[src/logic/wb_pkg.sv]
package wb_pkg;

   // widths
   localparam int ctrl_w  = 16;
   localparam int flags_w = 32;

   // writeback control word bit positions
   // port 1 gets the return address
   localparam int cs_save_neip     = 0;
   localparam int cs_push_flags    = 1;
   // two-uop string compare
   localparam int cs_cmps_first    = 2;
   localparam int cs_cmps_second   = 3;
   // far transfers take eip/cs from the temp register
   localparam int cs_use_temp_neip = 4;
   localparam int cs_use_temp_ncs  = 5;
   localparam int cs_ld_eip        = 6;
   // conditional qualifiers
   localparam int cs_is_jne        = 7;
   localparam int cs_is_jnbe       = 8;
   localparam int cs_is_cmovc      = 9;
   localparam int cs_ld_gpr3       = 10;
   localparam int cs_ld_seg        = 11;
   localparam int cs_ld_cs         = 12;
   localparam int cs_ld_flags      = 13;
   localparam int cs_pop_flags     = 14;
   // bit 15 spare

   // eflags bit positions
   localparam int flag_cf   = 0;
   localparam int flag_rsv1 = 1;
   localparam int flag_zf   = 6;

   // cf pf af zf sf of
   localparam logic [flags_w-1:0] flags_affected_mask = 32'h0000_08d5;

   // reserved bit 1 set, everything else clear
   localparam logic [flags_w-1:0] flags_reset = 32'h0000_0002;

endpackage

[src/logic/wb_flags_reg.sv]
`timescale 1ns/1ps

module wb_flags_reg (
   input  logic                       CLK,
   input  logic                       rst_n,
   input  logic                       ld,
   input  logic                       pop,
   input  logic [wb_pkg::flags_w-1:0] new_flags,
   input  logic [wb_pkg::flags_w-1:0] pop_value,
   input  logic                       hold,
   output logic [wb_pkg::flags_w-1:0] flags
);

   logic [wb_pkg::flags_w-1:0] flags_q;
   logic [wb_pkg::flags_w-1:0] flags_d;
   logic [wb_pkg::flags_w-1:0] merged;
   logic                       update;

   // only the arithmetic bits come from the alu
   assign merged = (flags_q & ~wb_pkg::flags_affected_mask)
                 | (new_flags & wb_pkg::flags_affected_mask);

   // popf replaces the whole register
   always_comb begin
      if (pop) begin
         flags_d = pop_value;
      end else begin
         flags_d = merged;
      end
   end

   // no update while the stage is stalled
   assign update = ld & ~hold;

   always_ff @(posedge CLK or negedge rst_n) begin
      if (!rst_n) begin
         flags_q <= wb_pkg::flags_reset;
      end else if (update) begin
         flags_q <= flags_d;
      end
   end

   // bit 1 is reserved and reads as one
   always_comb begin
      flags                    = flags_q;
      flags[wb_pkg::flag_rsv1] = 1'b1;
   end

endmodule

[src/logic/wb_branch_cond.sv]
`timescale 1ns/1ps

module wb_branch_cond (
   input  logic [wb_pkg::ctrl_w-1:0]  ctrl,
   input  logic [wb_pkg::flags_w-1:0] flags,
   input  logic                       ex_ld_gpr2,
   output logic                       ld_eip,
   output logic                       ld_gpr2
);

   logic cf;
   logic zf;
   logic cond_ok;

   assign cf = flags[wb_pkg::flag_cf];
   assign zf = flags[wb_pkg::flag_zf];

   // branch condition, taken when no condition is selected
   always_comb begin
      if (ctrl[wb_pkg::cs_is_jne]) begin
         cond_ok = ~zf;
      end else if (ctrl[wb_pkg::cs_is_jnbe]) begin
         cond_ok = ~cf & ~zf;
      end else begin
         cond_ok = 1'b1;
      end
   end

   assign ld_eip = ctrl[wb_pkg::cs_ld_eip] & cond_ok;

   // cmovc only writes the destination when carry is set
   always_comb begin
      if (ctrl[wb_pkg::cs_is_cmovc]) begin
         ld_gpr2 = ex_ld_gpr2 & cf;
      end else begin
         ld_gpr2 = ex_ld_gpr2;
      end
   end

endmodule

[src/logic/wb_commit_gate.sv]
`timescale 1ns/1ps

module wb_commit_gate (
   input  logic                       valid,
   input  logic [wb_pkg::ctrl_w-1:0]  ctrl,
   input  logic                       ex_ld_gpr1,
   input  logic                       ld_gpr2,
   input  logic                       ld_eip,
   input  logic                       ex_dcache_write,
   input  logic                       repne,
   input  logic [wb_pkg::flags_w-1:0] flags,
   input  logic                       write_ready,
   output logic                       v_ld_gpr1,
   output logic                       v_ld_gpr2,
   output logic                       v_ld_gpr3,
   output logic                       v_ld_seg,
   output logic                       v_ld_cs,
   output logic                       v_ld_flags,
   output logic                       v_ld_eip,
   output logic                       v_dcache_write,
   output logic                       repne_terminate,
   output logic                       stall
);

   logic zf;

   assign zf = flags[wb_pkg::flag_zf];

   // enables from decode/execute
   assign v_ld_gpr1      = valid & ex_ld_gpr1;
   assign v_ld_gpr2      = valid & ld_gpr2;
   assign v_dcache_write = valid & ex_dcache_write;

   // enables straight from the control word
   assign v_ld_gpr3  = valid & ctrl[wb_pkg::cs_ld_gpr3];
   assign v_ld_seg   = valid & ctrl[wb_pkg::cs_ld_seg];
   assign v_ld_cs    = valid & ctrl[wb_pkg::cs_ld_cs];
   assign v_ld_flags = valid & ctrl[wb_pkg::cs_ld_flags];

   // already qualified by the branch condition
   assign v_ld_eip = valid & ld_eip;

   // repne scas/cmps ends on the second uop once zf is set
   always_comb begin
      repne_terminate = 1'b0;
      if (valid && repne && ctrl[wb_pkg::cs_cmps_second]) begin
         repne_terminate = zf;
      end
   end

   // dcache write port busy, hold the pipe
   assign stall = v_dcache_write & ~write_ready;

endmodule

[src/logic/wb_operand_select.sv]
`timescale 1ns/1ps

module wb_operand_select (
   input  logic                       CLK,
   input  logic                       rst_n,
   input  logic                       valid,
   input  logic                       hold,
   input  logic [wb_pkg::ctrl_w-1:0]  ctrl,
   input  logic [31:0]                result_a,
   input  logic [31:0]                neip,
   input  logic [15:0]                ncs,
   input  logic [wb_pkg::flags_w-1:0] flags,
   output logic [31:0]                data1,
   output logic [31:0]                eip,
   output logic [15:0]                cs,
   output logic [31:0]                count
);

   logic [31:0] temp_q;
   logic        capture;

   // first compare uop parks result a here for the second uop
   assign capture = valid & ctrl[wb_pkg::cs_cmps_first] & ~hold;

   always_ff @(posedge CLK or negedge rst_n) begin
      if (!rst_n) begin
         temp_q <= '0;
      end else if (capture) begin
         temp_q <= result_a;
      end
   end

   assign count = temp_q;

   // port 1 source, fixed priority
   always_comb begin
      if (ctrl[wb_pkg::cs_save_neip]) begin
         data1 = neip;
      end else if (ctrl[wb_pkg::cs_push_flags]) begin
         data1 = flags;
      end else if (ctrl[wb_pkg::cs_cmps_second]) begin
         data1 = temp_q;
      end else begin
         data1 = result_a;
      end
   end

   // far jump/call/ret target
   always_comb begin
      if (ctrl[wb_pkg::cs_use_temp_neip]) begin
         eip = temp_q;
      end else begin
         eip = neip;
      end
   end

   always_comb begin
      if (ctrl[wb_pkg::cs_use_temp_ncs]) begin
         cs = temp_q[15:0];
      end else begin
         cs = ncs;
      end
   end

endmodule

[src/logic/writeback.sv]
`timescale 1ns/1ps

module writeback (
   input  logic                       CLK,
   input  logic                       rst_n,

   input  logic                       WB_V,
   input  logic [31:0]                WB_NEIP,
   input  logic [15:0]                WB_NCS,
   input  logic [wb_pkg::ctrl_w-1:0]  wb_ctrl,
   // generated in decode, not part of the control word
   input  logic [1:0]                 WB_d2_datasize_all,
   input  logic                       WB_ex_ld_gpr1_wb,
   input  logic                       WB_ex_ld_gpr2_wb,
   input  logic                       WB_ex_dcache_write_wb,
   input  logic                       WB_d2_repne_wb,

   input  logic [31:0]                WB_RESULT_A,
   input  logic [31:0]                WB_RESULT_B,
   input  logic [31:0]                WB_RESULT_C,
   input  logic [wb_pkg::flags_w-1:0] WB_FLAGS,

   input  logic [2:0]                 WB_DR1,
   input  logic [2:0]                 WB_DR2,
   input  logic [2:0]                 WB_DR3,
   input  logic [31:0]                WB_ADDRESS,

   input  logic                       In_write_ready,

   output logic [2:0]                 WB_Final_DR1,
   output logic [2:0]                 WB_Final_DR2,
   output logic [2:0]                 WB_Final_DR3,
   output logic [31:0]                WB_Final_data1,
   output logic [31:0]                WB_Final_data2,
   output logic [31:0]                WB_Final_data3,
   output logic                       WB_Final_ld_gpr1,
   output logic                       WB_Final_ld_gpr2,
   output logic                       WB_Final_ld_gpr3,
   output logic [1:0]                 WB_Final_datasize,
   output logic                       WB_Final_ld_seg,
   output logic [31:0]                WB_Final_EIP,
   output logic                       WB_Final_ld_eip,
   output logic [15:0]                WB_Final_CS,
   output logic                       WB_Final_ld_cs,
   output logic [wb_pkg::flags_w-1:0] WB_Final_Flags,
   output logic                       WB_Final_ld_flags,
   output logic [63:0]                WB_Final_Dcache_Data,
   output logic [31:0]                WB_Final_Dcache_address,

   output logic                       DEP_v_wb_ld_gpr1,
   output logic                       DEP_v_wb_ld_gpr2,
   output logic                       DEP_v_wb_ld_gpr3,
   output logic                       DEP_v_wb_ld_seg,
   output logic                       DEP_v_wb_dcache_write,

   output logic                       wb_repne_terminate_all,
   output logic                       WB_stall,

   output logic [wb_pkg::flags_w-1:0] flags_dataforwarded,
   output logic [31:0]                count_dataforwarded
);

   logic                       stage_valid;
   logic [wb_pkg::flags_w-1:0] current_flags;
   logic                       wb_ld_eip;
   logic                       wb_ld_gpr2;
   logic                       v_ld_gpr1;
   logic                       v_ld_gpr2;
   logic                       v_ld_gpr3;
   logic                       v_ld_seg;
   logic                       v_ld_cs;
   logic                       v_ld_flags;
   logic                       v_ld_eip;
   logic                       v_dcache_write;
   logic [31:0]                data1;
   logic [31:0]                count;

   // nothing commits while reset is asserted
   assign stage_valid = WB_V & rst_n;

   wb_flags_reg u_flags_reg (
      .CLK       (CLK),
      .rst_n     (rst_n),
      .ld        (v_ld_flags),
      .pop       (wb_ctrl[wb_pkg::cs_pop_flags]),
      .new_flags (WB_FLAGS),
      .pop_value (WB_RESULT_A),
      .hold      (WB_stall),
      .flags     (current_flags)
   );

   wb_branch_cond u_branch_cond (
      .ctrl       (wb_ctrl),
      .flags      (current_flags),
      .ex_ld_gpr2 (WB_ex_ld_gpr2_wb),
      .ld_eip     (wb_ld_eip),
      .ld_gpr2    (wb_ld_gpr2)
   );

   wb_commit_gate u_commit_gate (
      .valid           (stage_valid),
      .ctrl            (wb_ctrl),
      .ex_ld_gpr1      (WB_ex_ld_gpr1_wb),
      .ld_gpr2         (wb_ld_gpr2),
      .ld_eip          (wb_ld_eip),
      .ex_dcache_write (WB_ex_dcache_write_wb),
      .repne           (WB_d2_repne_wb),
      .flags           (current_flags),
      .write_ready     (In_write_ready),
      .v_ld_gpr1       (v_ld_gpr1),
      .v_ld_gpr2       (v_ld_gpr2),
      .v_ld_gpr3       (v_ld_gpr3),
      .v_ld_seg        (v_ld_seg),
      .v_ld_cs         (v_ld_cs),
      .v_ld_flags      (v_ld_flags),
      .v_ld_eip        (v_ld_eip),
      .v_dcache_write  (v_dcache_write),
      .repne_terminate (wb_repne_terminate_all),
      .stall           (WB_stall)
   );

   wb_operand_select u_operand_select (
      .CLK      (CLK),
      .rst_n    (rst_n),
      .valid    (stage_valid),
      .hold     (WB_stall),
      .ctrl     (wb_ctrl),
      .result_a (WB_RESULT_A),
      .neip     (WB_NEIP),
      .ncs      (WB_NCS),
      .flags    (current_flags),
      .data1    (data1),
      .eip      (WB_Final_EIP),
      .cs       (WB_Final_CS),
      .count    (count)
   );

   // register file
   assign WB_Final_DR1      = WB_DR1;
   assign WB_Final_DR2      = WB_DR2;
   assign WB_Final_DR3      = WB_DR3;
   assign WB_Final_data1    = data1;
   assign WB_Final_data2    = WB_RESULT_B;
   assign WB_Final_data3    = WB_RESULT_C;
   assign WB_Final_ld_gpr1  = v_ld_gpr1;
   assign WB_Final_ld_gpr2  = v_ld_gpr2;
   assign WB_Final_ld_gpr3  = v_ld_gpr3;
   assign WB_Final_datasize = WB_d2_datasize_all;

   // segment, eip, cs and flags
   assign WB_Final_ld_seg   = v_ld_seg;
   assign WB_Final_ld_eip   = v_ld_eip;
   assign WB_Final_ld_cs    = v_ld_cs;
   assign WB_Final_Flags    = current_flags;
   assign WB_Final_ld_flags = v_ld_flags;

   // dcache data port is 64 bits wide
   assign WB_Final_Dcache_Data    = {32'b0, data1};
   assign WB_Final_Dcache_address = WB_ADDRESS;

   // dependency check
   assign DEP_v_wb_ld_gpr1      = v_ld_gpr1;
   assign DEP_v_wb_ld_gpr2      = v_ld_gpr2;
   assign DEP_v_wb_ld_gpr3      = v_ld_gpr3;
   assign DEP_v_wb_ld_seg       = v_ld_seg;
   assign DEP_v_wb_dcache_write = v_dcache_write;

   // forwarding to execute
   assign flags_dataforwarded = current_flags;
   assign count_dataforwarded = count;

endmodule

[config.mk]
export PLATFORM = sky130hd
export DESIGN_NAME = writeback
export DESIGN_NICKNAME = d
export VERILOG_FILES = /design/src/logic/wb_pkg.sv /design/src/logic/wb_flags_reg.sv /design/src/logic/wb_branch_cond.sv /design/src/logic/wb_commit_gate.sv /design/src/logic/wb_operand_select.sv /design/src/logic/writeback.sv
export SDC_FILE = /design/constraint.sdc
export NUM_CORES = 1
export LEC_CHECK = 0
export BUFFER_PORTS_ARGS = -buffer_cell sky130_fd_sc_hd__buf_2
export CAP_MARGIN = 20
export CORE_AREA = 10 10 227 229
export DETAILED_ROUTE_END_ITERATION = 6
export DIE_AREA = 0 0 237 239
export GPL_TIMING_DRIVEN = 0
export MAX_ROUTING_LAYER = met4
export PLACE_DENSITY = 0.34
export SLEW_MARGIN = 30
export SYNTH_ARGS = -nofsm -noshare
export SYNTH_HDL_FRONTEND = slang
export SYNTH_SLANG_ARGS = --single-unit
[constraint.sdc]
create_clock -name CLK -period 1.8 [get_ports CLK]
set_clock_uncertainty 0.2 [all_clocks]
set_input_delay 0.18 -clock CLK [delete_from_list [all_inputs] [get_ports CLK]]
set_output_delay 0.18 -clock CLK [all_outputs]
set_load 0.01 [all_outputs]
==> out/results.txt <==
Avg Cell Area, Syn = 10.2 µm²
critical path arrival = 1.57 ns
M3 GR Usage = 3.67%
crit share post-route = 109%
final setup fails = 32
final core utilization = 22.2%
initial antenna violation count = 3
Antenna Nets Post-Route = 0
Max Cap Violations = 0
M1 GR Usage = 12.2%
outcome = finished with violations
WP buf/inv = 2
RR Endpoint = u_operand_select.count[6]$_DFFE_PN0P_
maximum vdd drop = 0.326 mV
CTS H-tree depth = 3
die area = 56600 µm²
Routed WL = 33200 µm
reg2reg setup slack = 0.59 ns
leakage = 5.59 nW
CP endpoint kind = output port
max-slew violation count = 0
power density cells = 814 nW/µm²
layout net count = 1361
synth unique cells = 26
failing checks = setup timing
total CTS buffers = 9
Netlist Area Pre-Place = 5780 µm²
io pins = 604
WL/cell = 19.1 µm
FF+latch count, synth = 63
commonest non-fill, non-tap cell in the layout = buf_2
Worst Hold End = u_flags_reg.flags_q[7]$_DFFE_PN0P_
FMAX = 512 MHz
Vias per Instance = 3.37
Final Total Pwr = 8.50 mW
Hold Vio Cnt, Final = 0
clk sink count = 63
clk slew on worst S/H paths = 0.06 ns
min cycle time layout = 1.95 ns
Min-Delay Startpoint = WB_RESULT_A[7]
Syn Inst Count = 567
gpl congestion = 0.774
gr ovfl total = 0
Worst-Skew Late Latency = 0.34 ns
initial DRC count = 97
setup ws final = -0.154 ns
CP required = 1.42 ns
first-pass GRT wire length = 46200 µm
most frequent cells in the layout = buf_2 (400), buf_4 (246), mux2_2 (92), dfrtp_1 (57), mux2_4 (52)
die width = 237 µm
Die Y = 239 µm
starting density of the core = 12.3%
IO buf count = 429
reg2reg start = u_operand_select.count[6]$_DFFE_PN0P_
largest net degree at the start of global routing = 33
post-route DRC violation count = 0
min-delay worst type = primary input to register
routed vias = 5875
layout cells sized above 1 = 79.1%
global route hottest layer = met2
sequential share of the synthesized area = 27.3%
Largest delay share family, worst path = multiplexers
Crit path largest cell delay = 0.38 ns
critical path type = register to output port
CTS root buf = clkbuf_16
startpoint types = register
worst slew pin tran = 0.903 ns
HPWL after detailed placement = 26900 µm
gr usage total = 11.3%
Core Box Area = 47100 µm²
DR pass1 iterations = 4
Clock Path Buffers = 2
clock tree from TritonCTS = done
RSZ-0062 raised after global routing = yes
area delta synth->final = 80.7%
placed cell count = 1644
final std cells w/o fill = 1742
slowest cell on the critical path = dfrtp_1
Reg2Reg Depth = 3
Max FO, Critical Path = 2
number of global-route vias before repair = 6644
CP Cell Sequence = mux2_4 -> mux2i_2 -> o21ai_2 -> buf_4 -> buf_6
Yosys warning total = 0
met2 Resource Use GR = 19.9%
hold path depth = 3
row cnt = 80
relative slew slack = 39.8%
hold_ws = 0.0314 ns
==> worst max path at each step <==
stage	start	endpoint	slack [ns]	depth (start not counted)
final	u_operand_select.count[31]$_DFFE_PN0P_	WB_Final_data1[31]	-0.15	5
after global placement	rst_n	u_operand_select.count[1]$_DFFE_PN0P_	-1.50	5
after floorplan	wb_ctrl[3]	WB_Final_data1[22]	0.08	6
after detailed placement	wb_ctrl[0]	WB_Final_data1[14]	-0.98	5
after global routing	u_operand_select.count[31]$_DFFE_PN0P_	WB_Final_data1[31]	-0.22	5
after CTS	u_operand_select.count[31]$_DFFE_PN0P_	WB_Final_data1[31]	-0.20	5
==> worst register-to-register path: cells and delay by family, from the launching register on <==
family   cells  cell delay, ns
buf+inv      2            0.25
flops        1            0.39
mux          1            0.25
==> metrics by stage <==
step                      setup slack [ns]  TNS (ns)  area, µm²
after floorplan                     0.0790         0       5900
after global routing                -0.220     -5.47      10400
after global placement               -1.50   -169.71       8820
after detailed placement            -0.981    -81.39       8850
final                               -0.154     -1.93      10400
after CTS                           -0.202     -3.56      10200
==> power breakdown <==
part	internal [mW]	switching [mW]
sequential	1.75	0.330
clock	1.39	0.734
combinational	2.40	1.90
total	5.54	2.97
==> sequential cells by signal, indices dropped and copies added, names as in the netlist <==
| signal | count |
|---|---|
| u_operand_select.count | 32 |
| u_flags_reg.flags_q | 31 |
==> per-layer routing <==
metal | vias to the layer above | routed length (µm)
met2 | 288 | 17300
met4 | 0 | 382
li1 | 2805 | -
met5 | - | 0
met3 | 18 | 2480
met1 | 2764 | 13100
==> logic make-up after synthesis <==
| logic type | synth area share (%) |
|---|---|
| compound gates | 3.09 |
| simple gates | 4.11 |
| buf+inv | 29.9 |
| other cells | 0.130 |
| mux | 35.5 |
| flops | 27.3 |
==> synth_stat cells <==
master      n  area share (%)
buf_1       1           0.065
nand2b_1    1            0.11
buf_6       1            0.19
and4_4      1            0.19
clkbuf_2    1           0.086
dfrtp_1    63              27
mux2i_1    31             5.4
o21ai_0    33             2.9
and3_1      7            0.76
and2_4      1            0.15
a211oi_1    1            0.13
buf_12      2            0.69
nor2b_1     2            0.22
inv_1       1           0.065
nand3_2     1            0.17
mux2_1      4            0.78
o22ai_1     1            0.11
nor2_1      3            0.19
conb_1      2            0.13
clkbuf_1    9            0.58
nand2_1    33             2.1
mux2_4     20             5.2
nand3_1     2            0.17
buf_2      14             1.2
mux2_2    124              24
buf_4     208              27
==> repair_timing <==
item,CTS,global route
buffers inserted,30,8
hold buffers,44,0
endpoints found under the setup margin,155,73
endpoints found under the hold margin,125,0
pin swaps,21,27
gates resized for setup,120,45
gates cloned,1,0
==> area by class of cell <==
type / instances / area (µm²)
antenna: 4 / 10.0
buffer: 231 / 1770
clock buffer: 10 / 239
clock inverter: 6 / 108
fill: 5250 / 36700
inverter: 1 / 3.75
multi-input combinational: 299 / 2790
sequential: 63 / 1580
tap: 615 / 769
timing repair buffer: 513 / 3180
No activity file was read; power rests on OpenSTA's default activity.
